<file path="src/logic/cpu_params.svh">
`ifndef CPU_PARAMS_SVH
`define CPU_PARAMS_SVH

// Width of one data word and of every address held in the datapath.
`define REG_BUS_WIDTH 32

// Register file addressing for the 32 integer registers.
`define REG_ADDR_WIDTH 5
`define REG_NUM 32

// Set to 1'b0 to leave the multiplier out of the execute stage.
// Multiply results then read as zero.
`define MUL_ENABLE 1'b1

// Reset and default value of data words.
`define ZERO_WORD {`REG_BUS_WIDTH{1'b0}}

`endif

</file>
<file path="src/logic/regfile.sv">
`timescale 1ns/100ps
`include "cpu_params.svh"

module regfile (
  input  logic                       clk_i,
  input  logic                       rst_i,
  input  logic [`REG_ADDR_WIDTH-1:0] rs1_addr_i,
  input  logic [`REG_ADDR_WIDTH-1:0] rs2_addr_i,
  output logic [`REG_BUS_WIDTH-1:0]  rs1_data_o,
  output logic [`REG_BUS_WIDTH-1:0]  rs2_data_o,
  input  logic                       we_i,
  input  logic [`REG_ADDR_WIDTH-1:0] waddr_i,
  input  logic [`REG_BUS_WIDTH-1:0]  wdata_i
);

  logic [`REG_BUS_WIDTH-1:0] regs [1:`REG_NUM-1]; // x0 has no storage.

  always_ff @(posedge clk_i) begin
    if (rst_i) begin
      for (int i = 1; i < `REG_NUM; i++) begin
        regs[i] <= `ZERO_WORD;
      end
    end else if (we_i && (waddr_i != '0)) begin
      regs[waddr_i] <= wdata_i;
    end
  end

  // a write in the same cycle is forwarded so a reader two issues later sees it.
  assign rs1_data_o = (rs1_addr_i == '0)                   ? `ZERO_WORD :
                      (we_i && (waddr_i == rs1_addr_i))    ? wdata_i    :
                                                             regs[rs1_addr_i];

  assign rs2_data_o = (rs2_addr_i == '0)                   ? `ZERO_WORD :
                      (we_i && (waddr_i == rs2_addr_i))    ? wdata_i    :
                                                             regs[rs2_addr_i];

endmodule

</file>
<file path="config.mk">
export PLATFORM = sky130hd
export DESIGN_NAME = regfile
export DESIGN_NICKNAME = d
export VERILOG_FILES = /design/src/logic/regfile.sv
export VERILOG_INCLUDE_DIRS = /design/src /design/src/logic
export SDC_FILE = /design/constraint.sdc
export NUM_CORES = 2
export LEC_CHECK = 0
export ABC_CLOCK_PERIOD_IN_PS = 2360
export CORE_MARGIN = 4
export CORE_UTILIZATION = 45
export CTS_BUF_LIST = sky130_fd_sc_hd__clkbuf_4
export CTS_CLUSTER_DIAMETER = 60
export DETAILED_ROUTE_END_ITERATION = 6
export DONT_BUFFER_PORTS = 1
export GPL_ROUTABILITY_DRIVEN = 0
export PLACE_DENSITY = 0.64
export SLEW_MARGIN = 15
export SYNTH_ARGS = -nofsm -noshare
export SYNTH_HDL_FRONTEND = slang
export SYNTH_SLANG_ARGS = --single-unit
</file>
<file path="constraint.sdc">
create_clock -name clk_i -period 2.36 [get_ports clk_i]
set_input_delay 0.236 -clock clk_i [delete_from_list [all_inputs] [get_ports clk_i]]
set_output_delay 0.236 -clock clk_i [all_outputs]
set_load 0.1 [all_outputs]
</file>
Yosys cells after proc, flatten, opt, wreduce, memory -nomap -nowiden
Memory sizes are Yosys's and may differ from the RTL's.
Cells that the tools add are included.
{"block": "totals", "regBits": 0, "mem_count": 1, "out_inout_bits": 64, "inputBits": 50, "word_cells": 22, "mem_bits_rw": 992}
{"block": "classes", "n_mux": 12, "n_reduce_logical": 7, "n_eq_ne": 2}
{"name": "regs", "depth": 31, "width": 32, "rd": 2, "rd_clocked_by_memory_dff": 0, "wr": 31, "line_no": "regfile.sv:16", "text": "logic [`REG_BUS_WIDTH-1:0] regs [1:`REG_NUM-1];"}
{"op": "2-to-1 mux 32 bit", "n": 5}
{"op": "OR reduction 32 bit", "n": 1}
{"op": "== test 5 bit", "n": 2}
{"op": "logical NOT 5 bit", "n": 2}
{"op": "2-to-1 mux 1 bit", "n": 6}
{"op": "2-to-1 mux 5 bit", "n": 1}
{"op": "nonzero test 5 bit", "n": 1}
{"op": "logical AND 1 bit", "n": 3}

Longest topological paths before layout
{"block": "logic_depth", "ltp_word": 7, "mapped_depth": 9, "ltp_nobuf": 5}

Least setup slack after synthesis
Ideal clock, no wire load.
{"block": "synth_path", "path_kind": "input port to output port", "startpoint": "input rs1_addr_i[0]", "endpoint": "output rs1_data_o[18]", "required_time_ns": 2.124, "n_path_buf": 5, "arrival_time_ns": 3.065, "path_stages": 9, "setup_slack_ns": -0.941, "cell_sequence": "buf_6 -> buf_6 -> buf_6 -> buf_6 -> buf_6 -> mux2i_1 -> a221oi_1 -> a21oi_1 -> a31oi_1"}
{"block": "synth_via", "elab_chain_cells": 4, "elab_cells_between_ends": 6, "classes_between": "eq/ne (1); mux (2); reduce/logical (2); memory (1)"}
{"element": "start, declared", "line_no": "regfile.sv:7", "text": "input logic [`REG_ADDR_WIDTH-1:0] rs1_addr_i,"}
{"element": "branches (longest 3 deep; another with memory read (31 x 32 bit))"}
{"element": "2-to-1 mux 32 bit *", "line_no": "regfile.sv:29", "text": "assign rs1_data_o = (rs1_addr_i == '0) ? `ZERO_WORD :"}
{"element": "end, declared", "line_no": "regfile.sv:9", "text": "output logic [`REG_BUS_WIDTH-1:0] rs1_data_o,"}
Every way passes the cells marked *.

==> results.ini <==
[timing]
fin_tns_setup_ns=-58.16
min_period_over_period=1.449
clock.fmax_mhz=292.5
fin_crit_ns=3.419
finalMaxSlewViolations=0
rsz0062_at_grt=yes
holdWs_ns=0.06776
slew_headroom=0.1518
finalSetupViolations=66
hold_viol=0
tightest_slew_ns=1.272
finalWorstSetupSlack_ns=-1.059

[routing]
drt_iter0_drc=6004
antenna_left=1
vias=38683
viasPerCell=6.561
firstDrtPassIters=6
wl_per_cell_um=35.52
drcViolationCount=0
wl_um=209400

[floorplanning]
die_area_mm2=0.1280
ios=114
fp.dieW_um=357.8
die_h_um=357.8
core_mm2=0.1217
start_util=0.4523
rows=128

[yosys]
ys.flop_type=edfxtp_1
synth.top_cell.area_share=0.5585
synth_top_family_by_area=multiplexers
synthSimpleGateAreaFrac=0.1298
muxShareOfSynthArea=0.2146
synth-compound-area-share=0.06032
yosys_warnings=0
netlist_area_mm2=0.05505
synth_area_leaders=edfxtp_1 (56%), mux4_2 (15%), and2_1 (11%)
postSynthAreaPerCell_um2=14.48
synthXorXnorAreaFrac=0.001591
yosys_register_bits=1024
synth_edf_count=1024
synth_top_area_cell=edfxtp_1
syn_inst=3801
synth.distinct_cells=52
synth_adder_area_share=0
async_flop_share=0
seq_area_frac_synth=0.5585

[place]
dpl.hpwl_um=117500
place_ws_ns=-0.2015
io_buffer_count=0
placed_cells=5319
place_area_mm2=0.05917

[grt]
use_met1=0.4223
gr-total-overflow=0
grt_pass1_vias=38384
grtUsageTotal=0.3255
grt_pass1_wl_um=290000
grt_max_degree=332
top_usage_layer=met2
grt_util_met2=0.4831
grt_use_met3=0.1019
grt_antenna_before_repair=21

[clock_tree]
clockBufferDepth=4
clk_pin_slew_ns=0.07
cts_tree=built
cts_buffers=290
cts_sinks=1024
htreeDepth=5
cts-root-buf=clkbuf_4

[power]
peakVddDrop_v=0.0005559
p_leak_nw=23.11
p_per_area_mw_per_mm2=691.5

[worst_setup_path]
arrival_ns=3.18
cp.required_ns=2.12
critical-path-slowest-cell=mux4_2
crit_buf_inv=1
cp-start-kind=flop
crit_type=reg -> out
crit_chain=mux4_2, a211oi_4, o21ai_2, a32o_2, buf_12
critPathMaxFanout=2
endpoint_kind=output pin
critPathTopFamily=compound AO/OA/AOI/OAI gates
cpPeakStageDelay_ns=0.53

[finish]
synthToLayoutAreaGrowth_pct=18.02
layout.nets=4115
final_cells=5896
drive_gt1_frac=0.3461
layout_common_cells=edfxtp_1 (1,024), and2_1 (994), clkbuf_4 (421), mux4_2 (375), mux2i_1 (312)
final_common_cell=edfxtp_1
largest_register_ffs=1024
largestRegisters=regs: 1024 flops
postLayoutCellArea_mm2=0.06498
regMostFlops=regs

[outcome]
outcome=finished with violations
violations=antenna violations, negative setup slack

[run]
drv_cap=0

[hold_path]
hold_class=in -> reg

cell usage after synthesis (26+ instances only):
library cell / count
o221ai_1: 38
o22ai_1: 37
mux2i_1: 330
edfxtp_1: 1024
a211oi_1: 32
o21ai_1: 49
or2_2: 32
buf_2: 56
nor2_1: 49
a21oi_1: 64
buf_4: 30
and2_1: 994
a32o_1: 32
a22oi_1: 107
clkbuf_1: 281
nand2_1: 64
buf_6: 26
a221oi_1: 27
mux4_2: 375
what timing repair did:
item | 4_1_cts | 5_1_grt
pin swaps | 125 | 46
gates resized for setup | 208 | 83
setup endpoints to repair | 64 | 177
hold buffers | 77 | 2
setup buffers | 5 | 3
endpoints found under the hold margin | 2016 | 63
logic make-up after synthesis:
kind of cell    Yosys count
flops                  1024
mux                     711
simple gates           1184
xor+xnor                 10
buf+inv                 414
compound gates          457
other cells               1
metrics by stage:
step,utilization,power [mW]
4_1_cts,0.5293,44.74
2_1_floorplan,-,26.34
6_report,0.5338,44.93
3_3_place_gp,0.4862,28.45
3_5_place_dp,0.4862,28.52
5_1_grt,0.5334,46.28
per-layer routing:
layer	wire length, um	up-vias
li1	-	15304
met1	74740	19526
met2	92430	3158
met3	28530	689
met4	13690	6
met5	48	-
where the power goes:
part | switching, mW | internal [mW] | leakage (nW)
Combinational | 4.52 | 3.20 | 11.3
Clock | 7.62 | 8.10 | 2.04
Sequential | 0.495 | 21.0 | 9.75
Total | 12.6 | 32.3 | 23.1
tightest hold or removal path, cell delays in order:
cell	delay, ns
dlygate4sd3_1	0.62
buf_12	0.22
and2_1	0.14
cell type report:
class	count	area, um^2
fill	9932	56740
tap	1625	2033
inverter	2	7.507
clock inverter	47	183.9
sequential	1024	30750
timing repair buffer	353	4405
clock buffer	421	3161
antenna	30	75.07
multi-input combinational	2394	24360
path summary, 6_finish.rpt:
path | from | end | slack, ns | depth (start not counted)
max | regs[12][12]$_SDFFCE_PN0P_ | rs2_data_o[12] | -1.06 | 5
min | wdata_i[29] | regs[6][29]$_SDFFCE_PN0P_ | 0.07 | 3
No activity file was read; power rests on OpenSTA's default activity.
