$ cat config.mk
export PLATFORM = sky130hd
export DESIGN_NAME = pipe_reg
export DESIGN_NICKNAME = d
export VERILOG_FILES = /design/src/logic/pipe_reg.sv
export SDC_FILE = /design/constraint.sdc
export NUM_CORES = 1
export LEC_CHECK = 0
export BUFFER_PORTS_ARGS = -buffer_cell sky130_fd_sc_hd__buf_2
export CORE_MARGIN = 2
export CORE_UTILIZATION = 42
export CTS_CLUSTER_DIAMETER = 120
export CTS_CLUSTER_SIZE = 30
export DETAILED_ROUTE_END_ITERATION = 16
export HOLD_SLACK_MARGIN = 0.03
export PLACE_DENSITY = 0.78
export REMOVE_ABC_BUFFERS = 1
export SETUP_SLACK_MARGIN = 0.05
export SYNTH_ARGS = -nofsm -noshare
export SYNTH_HDL_FRONTEND = slang
export SYNTH_SLANG_ARGS = --single-unit
$ cat constraint.sdc
create_clock -name clk_i -period 1.12 [get_ports clk_i]
set_clock_uncertainty 0.2 [all_clocks]
set_input_delay 0.056 -clock clk_i [delete_from_list [all_inputs] [get_ports clk_i]]
set_output_delay 0.056 -clock clk_i [all_outputs]
set_load 0.005 [all_outputs]
$ cat src/logic/pipe_reg.sv
`timescale 1ns/100ps

module pipe_reg #(
  parameter type payload_t = logic [31:0]
) (
  input  logic     clk_i,
  input  logic     rst_i,
  input  logic     valid_i,
  input  payload_t data_i,
  output logic     valid_o,
  output payload_t data_o
);

  always_ff @(posedge clk_i) begin
    if (rst_i) begin
      valid_o <= 1'b0;
    end else begin
      valid_o <= valid_i;
    end
  end

  // payload holds its value between strobes.
  always_ff @(posedge clk_i) begin
    if (rst_i) begin
      data_o <= '0;
    end else if (valid_i) begin
      data_o <= data_i;
    end
  end

endmodule

# Yosys cells after proc, flatten, opt, wreduce, memory -nomap -nowiden
# Cells that the tools add are included.
[word_totals]
reg_bits = 33
in_bits = 35
out_inout_bits = 33
word_cells = 2

# Depth between registers and ports, before layout
# Gate-level depths: netlist of run 1.
[logic_depth]
depth_word = 0
depth_mapped = 4
depth_no_buf = 2

# Worst setup path after synthesis of run 1
# OpenSTA, ideal clock, no wires.
[synth_path]
kind = "input-to-reg"
start = "input port valid_i"
end = "register data_o[3] (netlist name)"
setup_time_ns = 0.116
t_arrival_ns = 0.557
required_ns = 0.804
path_slack_ns = 0.246
cell_stages = 4
path_buffers = 2
cell_sequence = "buf_6 buf_12 mux2i_1 nor2_2"
[synth_rtl]
columns = ["element", "line_no", "source"]
rows = [
  ["from (decl)", "8", "input logic valid_i,"],
  ["to (signal assigned)", "27", "data_o <= data_i;"],
  ["to (decl)", "11", "output payload_t data_o"],
]

# Worst setup path in the final report of run 1
[layout_path]
start = "register data_o[9] (netlist name)"
end = "output port data_o[9] (netlist name)"
# No word-level cell between the ends.

==> results of run 1 <==
-- worst reg2reg max path, delay by kind of cell, from the launching register on --
family | cells | cell delay (ps)
buffers and inverters | 1 | 130
AND/OR/NAND/NOR | 1 | 60
multiplexers | 1 | 160
flip-flops | 1 | 340
-- layout by cell type (no fill, tap or decap), drive strengths merged --
cell type and count:
clkinv 1, clkbuf 7, nor2 32, dfxtp 33, dlygate4sd3 34, mux2i 32
buf 72, nor2b 1
-- what timing repair did --
| item | CTS | global route |
|---|---|---|
| hold endpoints to repair | 33 | 2 |
| hold buffers | 33 | 1 |
| buffers inserted | 0 | 2 |
| gates cloned | 0 | 0 |
| endpoints found under the setup margin | 1 | 30 |
| gates resized for setup | 1 | 33 |
-- power by group through the flow --
| stage | registers (W) | logic (W) | clock network [W] |
|---|---|---|---|
| 3_5_place_dp | 0.00130 | 0.000317 | 0 |
| 5_1_grt | 0.00130 | 0.000469 | 0.000827 |
| 2_1_floorplan | 0.00131 | 0.0000995 | 0 |
| 6_report | 0.00129 | 0.000433 | 0.000754 |
| 4_1_cts | 0.00128 | 0.000405 | 0.000774 |
| 3_3_place_gp | 0.00130 | 0.000303 | 0 |
-- cells by family after synthesis --
kind of cell / after synthesis / share of synthesized area
mux: 32 / 0.266
simple gates: 33 / 0.109
buf+inv: 8 / 0.0749
flops: 33 / 0.549
-- per-layer routing --
| metal | vias to the layer above | share of wire | GRT usage | routed length (um) |
|---|---|---|---|---|
| met2 | 44 | 0.56 | 0.398 | 1950 |
| met3 | 10 | 0.054 | 0.0680 | 186 |
| met4 | 0 | 0.028 | 0.0963 | 96 |
| met5 | - | 0 | 0 | 0 |
| li1 | 555 | - | - | - |
| met1 | 516 | 0.36 | 0.186 | 1240 |
-- sequential cells by signal (all words and copies together) (netlist names) --
signal and cells:
data_o 32, valid_o 1
-- final cells by class --
cell class,count,area [sq um],area share
multi-input combinational,65,452,0.222
timing repair buffer,106,776,0.381
clock buffer,7,65.1,0.0320
tap,31,38.8,0.0191
sequential,33,698,0.343
clock inverter,1,5.00,0.00246
-- how the worst max path moves through the flow --
| stage | start | to | slack, ps | cells past startpoint |
|---|---|---|---|---|
| 6_report | data_o[9] | data_o[9] | 60 | 1 |
| 5_1_grt | data_o[9] | data_o[9] | 30 | 1 |
| 4_1_cts | data_o[16] | data_o[16] | 50 | 1 |
| 3_5_place_dp | valid_i | data_o[25] | 120 | 4 |
| 3_3_place_gp | valid_i | data_o[4] | 180 | 4 |
| 2_1_floorplan | data_o[3] | data_o[3] | 330 | 2 |
-- stage by stage --
stage	cell area (sq um)	setup WS (ps)	power (W)	instances	utilization
final	2030	61.2	0.00248	243	0.744
after floorplan	1110	328	0.00141	98	-
after global routing	2030	29.8	0.00260	243	0.744
after global placement	1550	182	0.00160	199	0.566
after CTS	1950	51.5	0.00246	240	0.713
after detailed placement	1550	122	0.00162	199	0.566
==> impl_results.md, run 1 <==
* Status: finished clean
* Arrival time at the worst endpoint at 800 ps
* Clk root buf: clkbuf_4
* P_int at 0.00188 W
* CTS buffer count at 5
* Die Span Y at 57.5 um
* Final Slew Violations at 0
* CTS sink cnt at 33
* Insertion delay to the later sink of the worst-skew pair at 320 ps
* Die X at 57.5 um
* Largest net degree at the start of global routing at 34
* Synth top cells by count: dfxtp_1, mux2i_1, nor2_1, buf_12, buf_2
* FF-to-FF setup slack at 140 ps
* Top cells by area, synth: dfxtp_1, mux2i_1, nor2_1, buf_12, buf_2
* Share of layout cells above drive strength 1 at 0.528
* Yosys warns at 0
* Sequential share of the synthesized area at 0.549
* All-layer global routing usage at 0.205
* Least-Margin Pin Slew at 179 ps
* Setup_tns at 0 ps
* Dpl hpwl at 1.91 mm
* Max stage delay on crit path at 350 ps
* Clock power frac at 0.304
* Core area at 0.00273 sq mm
* Maximum Capacitance Violations at 0
* Number of synthesized flops with an enable pin at 0
* Mapped cell area at 0.00120 sq mm
* Initial Util at 0.440
* Die area at 0.00331 sq mm
* Pwr Density at 1220 mW/mm^2
* DR iter-0 viols at 35
* Path type of the worst min-delay path: in2reg
* Hold path depth at 4
* Mean area per synthesized cell at 11.3 sq um
* Vias in the first global route at 1153
* Largest area contributor in the netlist: dfxtp_1
* Crit-path cells: buf_2
* Clock transition at path regs at 110 ps
* Switching power of the nets at 0.000596 W
* Fmax achieved at 944 MHz
* Top cell type's share of synthesized area at 0.549
* Worst Path Buf+Inv at 1
* Final hold vios at 0
* Std cell rows at 19
* Slowest CP cell: dfxtp_2
* I/O Buffers at 67
* Reg2Reg Capture Point: data_o[15]
* Fin crit share at 0.945
* Initial antenna violation count at 0
* Max FO, Critical Path at 2
* Headroom to the max-slew limit at 0.877
* Count leader, synth: dfxtp_1
* R2r worst-path depth at 3
* Min-Delay Startpoint: valid_i
* Worst vdd ir at 1.00 mV
* CTS HTree Levels at 2
* RSZ-0062 raised after global routing: yes
* Worst Hold Endpoint: data_o[26]
* Total Routed Length at 3.47 mm
* CP startpoint kind: flip-flop
* Switching portion of total power at 0.240
* Final net count at 246
* CTS tree: yes
* Fraction of registers with async set/reset at 0
* Final setup fails at 0
* RD Place Congestion at 0.676
* FF+latch count, synth at 33
* Crit path kind: reg2out
* Area Growth Syn to Fin at 69.2%
* Leak pwr at 1.06 nW
* Critical Path RT at 860 ps
* Netlist cell types at 9
* Antenna cells at 0
* Vias at 1125
* First-pass GRT wire length at 5.02 mm
* Antenna-violating nets left at 0
* Max Root-Sink Buffers at 2
* DR WL/cell at 14.3 um
* Tmin final at 1060 ps
* CP top delay family: flip-flops
* Residual DRC at 0
* FILL cells at 189
* I/O pins at 68
* Worst hold slack at 23.2 ps
* R2r startpoint: data_o[15]
* Reg power frac at 0.521
* DRT Pass-1 Iters at 4
* CP Capture Type: output pin
* Grt ovf at 0
* Logic pwr share at 0.175
* Cells after Synth at 106
* Via/cell ratio at 4.63
* Most used DFF post-synth: dfxtp_1
Note: power is estimated with default switching activity, not from simulation.
==> inputs of run 2 (changes only) <==
==> config.mk (replaced) <==
export PLATFORM = sky130hd
export DESIGN_NAME = pipe_reg
export DESIGN_NICKNAME = d
export VERILOG_FILES = /design/src/logic/pipe_reg.sv
export SDC_FILE = /design/constraint.sdc
export NUM_CORES = 1
export LEC_CHECK = 0
export CORE_MARGIN = 2
export CORE_UTILIZATION = 25
export CTS_CLUSTER_DIAMETER = 120
export CTS_CLUSTER_SIZE = 30
export DETAILED_ROUTE_END_ITERATION = 16
export DONT_BUFFER_PORTS = 1
export HOLD_SLACK_MARGIN = 0.03
export PLACE_DENSITY = 0.39
export REMOVE_ABC_BUFFERS = 1
export SETUP_SLACK_MARGIN = 0.05
export SLEW_MARGIN = 20
export SYNTH_ARGS = -nofsm -noshare
export SYNTH_HDL_FRONTEND = slang
export SYNTH_SLANG_ARGS = --single-unit
==> impl_results.md, run 2 (synthesized netlist as in run 1, its figures left out) <==
* Non-Filler Instances at 161 (was 243)
* Largest net degree at the start of global routing at 34 (unchanged)
* DR iter-0 viols at 14 (was 35)
* Largest register FFs at 32 (unchanged)
* RD Place Congestion at 0.574 (was 0.676)
* I/O pins at 68 (unchanged)
* Headroom to the max-slew limit at 0.887 (was 0.877)
* Clk root buf: clkbuf_8 (was clkbuf_4)
* Fin crit share at 0.796 (was 0.945)
* I/O Buffers at 0 (was 67)
* R2r worst-path depth at 2 (was 3)
* Initial Util at 0.256 (was 0.440)
* Tmin final at 891 ps (was 1060 ps)
* Arrival time at the worst endpoint at 640 ps (was 800 ps)
* CTS sink cnt at 33 (unchanged)
* Final setup fails at 0 (unchanged)
* CTS buffer count at 5 (unchanged)
* Antenna-violating nets left at 0 (unchanged)
* Max Root-Sink Buffers at 2 (unchanged)
* Post-CTS sizing at 0 (was 1)
* Critical Path RT at 860 ps (about the same)
* Antenna cells at 0 (unchanged)
* Multi-input logic area at 452 sq um (unchanged)
* Final net count at 141 (was 246)
* Via/cell ratio at 4.40 (was 4.63)
* FF-to-FF setup slack at 290 ps (was 140 ps)
* Std cell rows at 25 (was 19)
* Maximum Capacitance Violations at 0 (unchanged)
* Most frequent cells in the layout: dfxtp_1, mux2i_1, nor2_1, clkbuf_8, nor2_2 (was buf_2, dlygate4sd3_1, mux2i_1, nor2_1, dfxtp_2)
* Post-Place Cell Area at 0.00118 sq mm (was 0.00155 sq mm)
* Cells after DPL at 152 (was 199)
* Die Span Y at 73.4 um (was 57.5 um)
* Worst hold slack at -357 ps (was 23.2 ps)
* Setup_tns at 0 ps (unchanged)
* Dpl hpwl at 1.33 mm (was 1.91 mm)
* Core area at 0.00469 sq mm (was 0.00273 sq mm)
* Path type of the worst min-delay path: in2reg (unchanged)
* Post-place setup slack at 293 ps (was 122 ps)
* Area Growth Syn to Fin at 8.64% (was 69.2%)
* CTS HTree Levels at 2 (unchanged)
* Residual DRC at 0 (unchanged)
* Crit path kind: reg2out (unchanged)
* Max FO, Critical Path at 2 (unchanged)
* Storage cell area at 661 sq um (was 698 sq um)
* Setup Buffers After CTS at 0 (unchanged)
* R2r startpoint: data_o[28] (was data_o[15])
* Fmax achieved at 1120 MHz (was 944 MHz)
* Pwr Density at 1940 mW/mm^2 (was 1220 mW/mm^2)
* All-layer global routing usage at 0.0759 (was 0.205)
* Share of layout cells above drive strength 1 at 0.0841 (was 0.528)
* Total Routed Length at 1.98 mm (was 3.47 mm)
* Worst vdd ir at 0.505 mV (was 1.00 mV)
* CTS tree: yes (unchanged)
* DR WL/cell at 12.3 um (was 14.3 um)
* CP startpoint kind: flip-flop (unchanged)
* Grt ovf at 0 (unchanged)
* Violated checks: hold timing
* FILL cells at 496 (was 189)
* CP Capture Type: output pin (unchanged)
* Commonest non-fill, non-tap cell in the layout: dfxtp_1 (was buf_2)
* Insertion delay to the later sink of the worst-skew pair at 270 ps (was 320 ps)
* Clock transition at path regs at 70 ps (was 110 ps)
* Worst setup path start: data_o[15] (was data_o[9])
* End of the critical path: data_o[15] (was data_o[9])
* Leak pwr at 0.586 nW (was 1.06 nW)
* Largest reg by FF count: data_o (unchanged)
* Top flop regs: data_o (32), valid_o (1) (unchanged)
* Vias in the first global route at 666 (was 1153)
* Cts hold-fix bufs at 1 (was 33)
* Min-Delay Startpoint: rst_i (was valid_i)
* Initial antenna violation count at 0 (unchanged)
* Stages on the worst setup path at 0 (was 1)
* Die area at 0.00538 sq mm (was 0.00331 sq mm)
* RSZ-0062 raised after global routing: no (was yes)
* Final hold vios at 32 (was 0)
* DRT Pass-1 Iters at 3 (was 4)
* Total power at 0.00253 W (was 0.00248 W)
* Vias at 708 (was 1125)
* Die X at 73.4 um (was 57.5 um)
* First-pass GRT wire length at 2.99 mm (was 5.02 mm)
* Post-layout worst setup margin at 229 ps (was 61.2 ps)
* Status: complete, but fails checks (was finished clean)
* Least-Margin Pin Slew at 164 ps (was 179 ps)
* Post-layout instance area at 0.00131 sq mm (was 0.00203 sq mm)
* Reg2Reg Capture Point: data_o[28] (was data_o[15])
* Final Slew Violations at 0 (unchanged)
==> run 2: cell types whose count changed in the layout (fill, tap and decap cells not counted), moves of 2 or more <==
cell,before,now
dlygate4sd3_1,34,1
dfxtp_1,3,33
clkbuf_4,5,0
clkbuf_8,2,6
buf_4,2,0
buf_2,63,0
buf_12,3,0
dfxtp_2,30,0
buf_6,4,0
==> run 2: worst min-delay path by stage <==
| stage | endpoint | slack (ps) | cells past startpoint |
|---|---|---|---|
| after floorplan | data_o[3] | -80 | 1 |
| after global placement | data_o[3] | -70 | 1 |
| after detailed placement | data_o[3] | -70 | 1 |
| after CTS | data_o[3] | -380 | 1 |
| after global routing | data_o[3] | -380 | 1 |
| final | data_o[3] | -360 | 1 |
==> run 2: per-stage QoR <==
step	hold slack, ps	utilization
final	-357	0.278
after global routing	-385	0.278
after CTS	-375	0.278
after detailed placement	-69.6	0.251
after global placement	-70.1	0.251
after floorplan	-77.1	-
==> run 2: layout make-up <==
type                       count  share of cell area
clock buffer                   7              0.0661
multi-input combinational     65               0.346
sequential                    33               0.506
timing repair buffer           1             0.00766
tap                           54              0.0517
clock inverter                 1              0.0230
==> run 2: worst reg2reg max path, cell delays in order (launching register included) <==
cell and delay (ps):
dfxtp_1 330, mux2i_1 150, nor2_1 50
==> run 2: routing by layer <==
layer	vias up	global-route usage	part of all wire
met4	0	0.0424	0.021
li1	342	-	-
met2	48	0.110	0.42
met5	-	0	0
met3	6	0.0508	0.12
met1	312	0.0828	0.44
==> run 2: report_power, final <==
group	switching [W]	internal [W]	leakage [nW]
logic	0.0000363	0.0000734	0.255
clock network	0.000400	0.000725	0.0585
registers	0.0000494	0.00125	0.273
