<file path="src/logic/cpu_params.svh">
`ifndef CPU_PARAMS_SVH
`define CPU_PARAMS_SVH

// Width of one data word and of every address held in the datapath.
`define REG_BUS_WIDTH 32

// Register file addressing for the 32 integer registers.
`define REG_ADDR_WIDTH 5
`define REG_NUM 32

// Set to 1'b0 to leave the multiplier out of the execute stage.
// Multiply results then read as zero.
`define MUL_ENABLE 1'b1

// Reset and default value of data words.
`define ZERO_WORD {`REG_BUS_WIDTH{1'b0}}

`endif

</file>
<file path="src/logic/cpu_pkg.sv">
`include "cpu_params.svh"

package cpu_pkg;

  // bit positions in the one-hot ALU operation vector.
  typedef enum logic [3:0] {
    ALU_ADD    = 4'd0,
    ALU_SUB    = 4'd1,
    ALU_SLL    = 4'd2,
    ALU_SRL    = 4'd3,
    ALU_SRA    = 4'd4,
    ALU_SLT    = 4'd5,
    ALU_SLTU   = 4'd6,
    ALU_OR     = 4'd7,
    ALU_XOR    = 4'd8,
    ALU_AND    = 4'd9,
    ALU_MUL    = 4'd10,
    ALU_MULH   = 4'd11,
    ALU_MULHSU = 4'd12,
    ALU_MULHU  = 4'd13,
    ALU_LINK   = 4'd14
  } alu_op_e;

  localparam int ALU_OP_NUM = 15;

  typedef enum logic {SRC1_REG = 1'b0, SRC1_PC  = 1'b1} src1_e;
  typedef enum logic {SRC2_REG = 1'b0, SRC2_IMM = 1'b1} src2_e;

  typedef struct packed {
    logic [`REG_BUS_WIDTH-1:0]  pc;
    logic [`REG_BUS_WIDTH-1:0]  rs1;
    logic [`REG_BUS_WIDTH-1:0]  rs2;
    logic [`REG_BUS_WIDTH-1:0]  imm;
    logic [`REG_BUS_WIDTH-1:0]  link_addr;
    logic [ALU_OP_NUM-1:0]      aluop;
    src1_e                      alusrc1;
    src2_e                      alusrc2;
    logic                       we;
    logic [`REG_ADDR_WIDTH-1:0] waddr;
    logic                       illegal;
  } id_ex_t;

  typedef struct packed {
    logic [`REG_BUS_WIDTH-1:0]  result;
    logic [`REG_BUS_WIDTH-1:0]  store_data;
    logic                       we;
    logic [`REG_ADDR_WIDTH-1:0] waddr;
    logic                       illegal;
  } ex_wb_t;

endpackage

</file>
<file path="src/logic/ex.sv">
`timescale 1ns/100ps
`include "cpu_params.svh"

module ex (
  input  logic [`REG_BUS_WIDTH-1:0]      pc_i,
  input  logic [cpu_pkg::ALU_OP_NUM-1:0] aluop_i,
  input  cpu_pkg::src1_e                 alusrc1_i,
  input  cpu_pkg::src2_e                 alusrc2_i,
  input  logic [`REG_BUS_WIDTH-1:0]      rs1_i,
  input  logic [`REG_BUS_WIDTH-1:0]      rs2_i,
  input  logic [`REG_BUS_WIDTH-1:0]      imm_i,
  input  logic [`REG_BUS_WIDTH-1:0]      link_addr_i,
  output logic [`REG_BUS_WIDTH-1:0]      wdata_o,
  output logic [`REG_BUS_WIDTH-1:0]      wreg_data_o
);

  localparam int MUL_WIDTH = 2 * `REG_BUS_WIDTH;
  localparam int MSB       = `REG_BUS_WIDTH - 1;

  logic [`REG_BUS_WIDTH-1:0] alu_in1;
  logic [`REG_BUS_WIDTH-1:0] alu_in2;
  logic [MUL_WIDTH-1:0]      mulres;

  if (`MUL_ENABLE) begin : g_mul
    logic                      rs1_signed;
    logic                      rs2_signed;
    logic                      neg1;
    logic                      neg2;
    logic [`REG_BUS_WIDTH-1:0] mag1;
    logic [`REG_BUS_WIDTH-1:0] mag2;
    logic [MUL_WIDTH-1:0]      product;

    assign rs1_signed = aluop_i[cpu_pkg::ALU_MUL] | aluop_i[cpu_pkg::ALU_MULH] |
                        aluop_i[cpu_pkg::ALU_MULHSU];
    assign rs2_signed = aluop_i[cpu_pkg::ALU_MUL] | aluop_i[cpu_pkg::ALU_MULH];

    assign neg1 = rs1_signed & rs1_i[MSB];
    assign neg2 = rs2_signed & rs2_i[MSB];

    // multiply magnitudes, then restore the sign of the full product.
    assign mag1    = neg1 ? (~rs1_i + 1'b1) : rs1_i;
    assign mag2    = neg2 ? (~rs2_i + 1'b1) : rs2_i;
    assign product = {{`REG_BUS_WIDTH{1'b0}}, mag1} * {{`REG_BUS_WIDTH{1'b0}}, mag2};
    assign mulres  = (neg1 ^ neg2) ? (~product + 1'b1) : product;
  end else begin : g_no_mul
    assign mulres = '0;
  end

  assign alu_in1 = (alusrc1_i == cpu_pkg::SRC1_REG) ? rs1_i : pc_i;
  assign alu_in2 = (alusrc2_i == cpu_pkg::SRC2_REG) ? rs2_i : imm_i;

  always_comb begin
    unique case (1'b1)
      aluop_i[cpu_pkg::ALU_ADD]:    wreg_data_o = alu_in1 + alu_in2;
      aluop_i[cpu_pkg::ALU_SUB]:    wreg_data_o = alu_in1 - alu_in2;
      aluop_i[cpu_pkg::ALU_SLL]:    wreg_data_o = alu_in1 << alu_in2[4:0];
      aluop_i[cpu_pkg::ALU_SRL]:    wreg_data_o = alu_in1 >> alu_in2[4:0];
      aluop_i[cpu_pkg::ALU_SRA]:    wreg_data_o = $signed(alu_in1) >>> alu_in2[4:0];
      aluop_i[cpu_pkg::ALU_SLT]: begin
        wreg_data_o = ($signed(alu_in1) < $signed(alu_in2)) ? 32'd1 : 32'd0;
      end
      aluop_i[cpu_pkg::ALU_SLTU]: begin
        wreg_data_o = (alu_in1 < alu_in2) ? 32'd1 : 32'd0;
      end
      aluop_i[cpu_pkg::ALU_OR]:     wreg_data_o = alu_in1 | alu_in2;
      aluop_i[cpu_pkg::ALU_XOR]:    wreg_data_o = alu_in1 ^ alu_in2;
      aluop_i[cpu_pkg::ALU_AND]:    wreg_data_o = alu_in1 & alu_in2;
      aluop_i[cpu_pkg::ALU_MUL]:    wreg_data_o = mulres[`REG_BUS_WIDTH-1:0];
      aluop_i[cpu_pkg::ALU_MULH]:   wreg_data_o = mulres[MUL_WIDTH-1:`REG_BUS_WIDTH];
      aluop_i[cpu_pkg::ALU_MULHSU]: wreg_data_o = mulres[MUL_WIDTH-1:`REG_BUS_WIDTH];
      aluop_i[cpu_pkg::ALU_MULHU]:  wreg_data_o = mulres[MUL_WIDTH-1:`REG_BUS_WIDTH];
      aluop_i[cpu_pkg::ALU_LINK]:   wreg_data_o = link_addr_i;
      default:                      wreg_data_o = `ZERO_WORD; // empty bundle after reset.
    endcase
  end

  assign wdata_o = rs2_i;

endmodule

</file>
<file path="config.mk">
export PLATFORM = sky130hd
export DESIGN_NAME = ex
export DESIGN_NICKNAME = d
export VERILOG_FILES = /design/src/logic/cpu_pkg.sv /design/src/logic/ex.sv
export VERILOG_INCLUDE_DIRS = /design/src /design/src/logic
export SDC_FILE = /design/constraint.sdc
export NUM_CORES = 2
export LEC_CHECK = 0
export BUFFER_PORTS_ARGS = -buffer_cell sky130_fd_sc_hd__buf_2
export CAP_MARGIN = 20
export CORE_MARGIN = 4
export CORE_UTILIZATION = 30
export DETAILED_ROUTE_END_ITERATION = 16
export PLACE_DENSITY = 0.41
export REMOVE_ABC_BUFFERS = 1
export SLEW_MARGIN = 40
export SYNTH_ARGS = -nofsm -noshare
export SYNTH_HDL_FRONTEND = slang
export SYNTH_SLANG_ARGS = --single-unit
</file>
<file path="constraint.sdc">
create_clock -name vclk -period 21.1
set_clock_uncertainty 0.05 [all_clocks]
set_input_delay 3.165 -clock vclk [all_inputs]
set_output_delay 3.165 -clock vclk [all_outputs]
set_load 0.1 [all_outputs]
</file>
# Word level (Yosys, flattened, before mapping)
# Index checks and enable logic that the tools add are counted.
[totals]
register_bits = 0
latchBits = 0
mem_bits_ro = 0
mem_count = 0
output_inout_bits = 64
ram_bits = 0
elab_cells = 31
[op_classes]
n_mul = 1
magnitude_cmp = 2
shift = 3
n_mux = 8
reduce_logical = 1
add_sub_neg = 5
div_mod_pow = 0
eq_ne = 0
bitwise = 11
[op_table]
columns = ["operator", "count"]
rows = [
  ["$pmux W32 S13", 1],
  ["$mux W32", 4],
  ["$add A32 B1 Y32 const B", 2],
  ["$add A64 B1 Y64 const B", 1],
  ["$lt A32 B32 Y1", 2],
  ["$mul A32 B32 Y64", 1],
  ["$mux W64", 1],
  ["$not A32 Y32", 2],
  ["$not A64 Y64", 1],
  ["$add A32 B32 Y32", 1],
  ["$and A32 B32 Y32", 1],
  ["$or A32 B32 Y32", 1],
  ["$shl A32 B5 Y32", 1],
  ["$shr A32 B5 Y32", 1],
  ["$sshr A32 B5 Y32", 1],
  ["$sub A32 B32 Y32", 1],
  ["$xor A32 B32 Y32", 1],
  ["$reduce_or A3 Y1", 1],
  ["$and A1 B1 Y1", 2],
  ["$mux W1", 2],
  ["$or A1 B1 Y1", 2],
  ["$xor A1 B1 Y1", 1],
]

# Longest topological paths before layout
[depth]
depth_word = 9
depth_mapped = 42
depth_no_buf = 38

# Worst setup path after synthesis
# OpenSTA, ideal clock, no wires.
[synth_path]
kind = "input to output"
startpoint = "input port rs1_i[0]"
endpoint = "output port wreg_data_o[14]"
arrival_ns = 15.540
required_time_ns = 17.885
cell_stages = 41
slack_ns = 2.345
path_buffers = 4
cell_sequence = "clkbuf_1 -> inv_1 -> clkbuf_1 -> ha_1 -> nor3b_1 -> nand2_1 -> nor3_1 -> nand2_1 -> nor4_1 -> and2_1 -> a21oi_1 -> a21oi_1 -> xor2_1 -> clkbuf_1 -> nor2_1 -> fa_1 -> fa_1 -> inv_1 -> [5 not listed] -> fa_1 -> inv_1 -> fa_1 -> inv_1 -> ha_1 -> buf_2 -> a21oi_1 -> o21ai_1 -> a31o_1 -> or2_2 -> or4_1 -> nand3_1 -> nor4bb_1 -> nand3_1 -> or4b_2 -> o21ai_0 -> xor2_1 -> o21ai_0"
[synth_via]
elab_chain_len = 8
word_cells_on_any_way = 14
[synth_lines]
columns = ["item", "line", "source"]
rows = [
  ["start, declared", "ex.sv:9", "input logic [`REG_BUS_WIDTH-1:0] rs1_i,"],
  ["$not A32 Y32", "ex.sv:41", "assign mag1 = neg1 ? (~rs1_i + 1'b1) : rs1_i;"],
  ["$add A32 B1 Y32", "ex.sv:41", ""],
  ["$mux W32", "ex.sv:41", ""],
  ["$mul A32 B32 Y64", "ex.sv:43", "assign product = {{`REG_BUS_WIDTH{1'b0}}, mag1} * {{`REG_BUS_WIDTH{1'b0}}, mag2};"],
  ["$not A64 Y64", "ex.sv:44", "assign mulres = (neg1 ^ neg2) ? (~product + 1'b1) : product;"],
  ["$add A64 B1 Y64", "ex.sv:44", ""],
  ["$mux W64", "ex.sv:44", ""],
  ["$pmux W32 S13 *", "ex.sv:53", "unique case (1'b1)"],
  ["end, declared", "ex.sv:14", "output logic [`REG_BUS_WIDTH-1:0] wreg_data_o"],
]
# Mark *: on every way between the ends. The rest lies on a longest branch, timed or not.

# Worst setup path after layout
[layout_path]
startpoint = "input port rs2_i[0]"
endpoint = "output port wreg_data_o[18]"
[layout_via]
elab_chain_len = 8
word_cells_on_any_way = 14
[layout_lines]
columns = ["item", "line", "source"]
rows = [
  ["start, declared", "ex.sv:10", "input logic [`REG_BUS_WIDTH-1:0] rs2_i,"],
  ["$not A32 Y32", "ex.sv:42", "assign mag2 = neg2 ? (~rs2_i + 1'b1) : rs2_i;"],
  ["$add A32 B1 Y32", "ex.sv:42", ""],
  ["$mux W32", "ex.sv:42", ""],
  ["$mul A32 B32 Y64", "ex.sv:43", ""],
  ["$not A64 Y64", "ex.sv:44", ""],
  ["$add A64 B1 Y64", "ex.sv:44", ""],
  ["$mux W64", "ex.sv:44", ""],
  ["$pmux W32 S13 *", "ex.sv:53", ""],
]
# Marked as above.

==> out/results.tsv <==
metric	value	unit
area of the die	0.158	sq mm
Via-to-Cell Ratio	5.39	
Critical Path Fanout Max	27	
commonest non-fill, non-tap cells in the layout	sky130_fd_sc_hd__inv_1 (981), sky130_fd_sc_hd__fa_1 (898), sky130_fd_sc_hd__nor2_1 (794), sky130_fd_sc_hd__nand2_1 (764), sky130_fd_sc_hd__ha_1 (363)	
final-report max-slew violation count	0	
I/O pin count	241	
total count of hold-check failures in the final report	0	
worst endpoint data arrival time	16.26	ns
Avg WL per Cell	27.3	um
final weighted congestion in routability-driven placement	0.959	
Syn-to-layout area delta	9.65	%
global-route wire length before repair	317000	um
Min-Delay Path Class	input port to primary output	
number of buffers inserted by post-CTS setup repair	0	
via count	42700	
commonest non-fill, non-tap cell in the layout	sky130_fd_sc_hd__inv_1	
total area of sequential cells	0	sq um
highest-delay cell along the critical path	sky130_fd_sc_hd__xor2_2	
first-pass iteration count of the detailed router	6	
capturing element type of the critical path	primary output	
Max-slew headroom	39.9	%
Final min period	19.48	ns
maximum number of pins on one net before global-route repair	70	
cell area after technology mapping	0.0455	sq mm
Final TNS setup	0	ns
placed wire-length estimate	181000	um
Final period util	92.3	%
data required time of the worst path	17.89	ns
initial core utilization	30.3	%
cell mode on critical path	sky130_fd_sc_hd__fa_1	
sequential fraction of the synthesis area	0	%
vias in the first global route	44500	
RSZ-0062 raised after global routing	false	
Setup Crit Path Kind	input port to primary output	
sequential cell count	0	
Tot GR Track Use	27.1	%
Syn. warnings	0	
maximum clock frequency	51.3	MHz
kind of start point of the critical path	input port	
quantity of I/O buffers inserted on ports	241	
antenna violations before repair	9	
wirelength, routed	217000	um
number of antenna-violating nets in the routed design	0	
reported max-cap violation count	0	
detailed-route DRC error count	0	
post-synthesis cell type count	101	
average footprint of a synthesized cell	7.77	sq um
number of DRC markers in iteration 0	3758	
Layout Nets	7337	
cell count after synthesis	5859	
floorplan core area	0.150	sq mm
actual slew at the worst max-slew pin	0.893	ns
die outline height	397	um
clock buffer instance count of the final layout	0	
Remaining Overflow, GRT	0	
status	complete, no violations	
cell row count	142	
ratio of cells with drive above 1 in the final layout	9.63	%
number of cells upsized or downsized after cts	0	
number of hold buffers added after cts	0	
number of failing setup endpoints in the final timing report	0	
Die W	397	um
Crit path largest cell delay	0.58	ns
## cell families after synthesis
kind of cell,synth area share [%]
adder cells (fa/ha/maj),49.5
AND/OR/NAND/NOR,18.2
XOR/XNOR,4.00
multiplexers,2.42
buffers and inverters,11.5
AO/OA/AOI/OAI,14.4
## synth_stat cells (23+ instances only)
library cell	n	share of area, %
sky130_fd_sc_hd__inv_1	984	8.1
sky130_fd_sc_hd__fa_1	898	40
sky130_fd_sc_hd__nor2_1	794	6.5
sky130_fd_sc_hd__nand2_1	764	6.3
sky130_fd_sc_hd__ha_1	363	10
sky130_fd_sc_hd__clkbuf_1	294	2.4
sky130_fd_sc_hd__a21oi_1	265	2.9
sky130_fd_sc_hd__o21ai_0	224	2.5
sky130_fd_sc_hd__xnor2_1	126	2.4
sky130_fd_sc_hd__mux2i_1	99	2.2
sky130_fd_sc_hd__xor2_1	82	1.6
sky130_fd_sc_hd__nor3_1	66	0.73
sky130_fd_sc_hd__nand3_1	49	0.54
sky130_fd_sc_hd__a211oi_1	46	0.76
sky130_fd_sc_hd__o211ai_1	45	0.74
sky130_fd_sc_hd__a21o_1	38	0.63
sky130_fd_sc_hd__and2_1	34	0.47
sky130_fd_sc_hd__buf_4	32	0.53
sky130_fd_sc_hd__nand4_1	31	0.43
sky130_fd_sc_hd__nor4_1	30	0.41
sky130_fd_sc_hd__a31oi_1	28	0.38
sky130_fd_sc_hd__a22oi_1	27	0.45
sky130_fd_sc_hd__a221oi_1	25	0.48
sky130_fd_sc_hd__o21ai_1	24	0.26
sky130_fd_sc_hd__o31ai_1	24	0.40
sky130_fd_sc_hd__buf_1	23	0.19
sky130_fd_sc_hd__o21a_1	23	0.38
## metrics by stage
stage | hold WS (ns) | util, % | instances | setup WS [ns] | instance area [sq um]
after global routing | 6.74 | 33.2 | 7915 | 0.909 | 49900
final | 6.73 | 33.2 | 7918 | 1.62 | 49900
after global placement | 6.73 | 33.0 | 7906 | 1.41 | 49600
after detailed placement | 6.73 | 33.2 | 7913 | 1.84 | 49900
after floorplan | 6.28 | - | 5490 | 2.51 | 44000
after CTS | 6.73 | 33.2 | 7913 | 1.77 | 49900
## critical path: cells and delay by family
kind	cells	cell delay, ns
buffers and inverters	7	1.70
and+or+nand+nor	13	3.95
adders and majority gates	10	4.77
AOI/OAI and AO/OA	5	1.93
xor gates and xnor gates	2	0.67
## per-layer routing
metal | global-route usage (%) | up-vias | part of all wire (%)
li1 | - | 18700 | -
met1 | 39.0 | 22300 | 46
met2 | 44.2 | 1402 | 46
met3 | 1.40 | 218 | 4.8
met4 | 7.84 | 0 | 3.6
met5 | 0 | - | 0
## layout make-up
| class | instances | area [sq um] |
|---|---|---|
| antenna | 5 | 12.5 |
| fill | 16500 | 100000 |
| inverter | 986 | 3700 |
| multi-input combinational | 4504 | 41200 |
| tap | 2016 | 2520 |
| timing repair buffer | 407 | 2500 |
## worst paths after layout
check	start	to	slack, ns	cells after the start
max	rs2_i[0]	wreg_data_o[18]	1.62	37
min	rs2_i[29]	wdata_o[29]	6.73	2
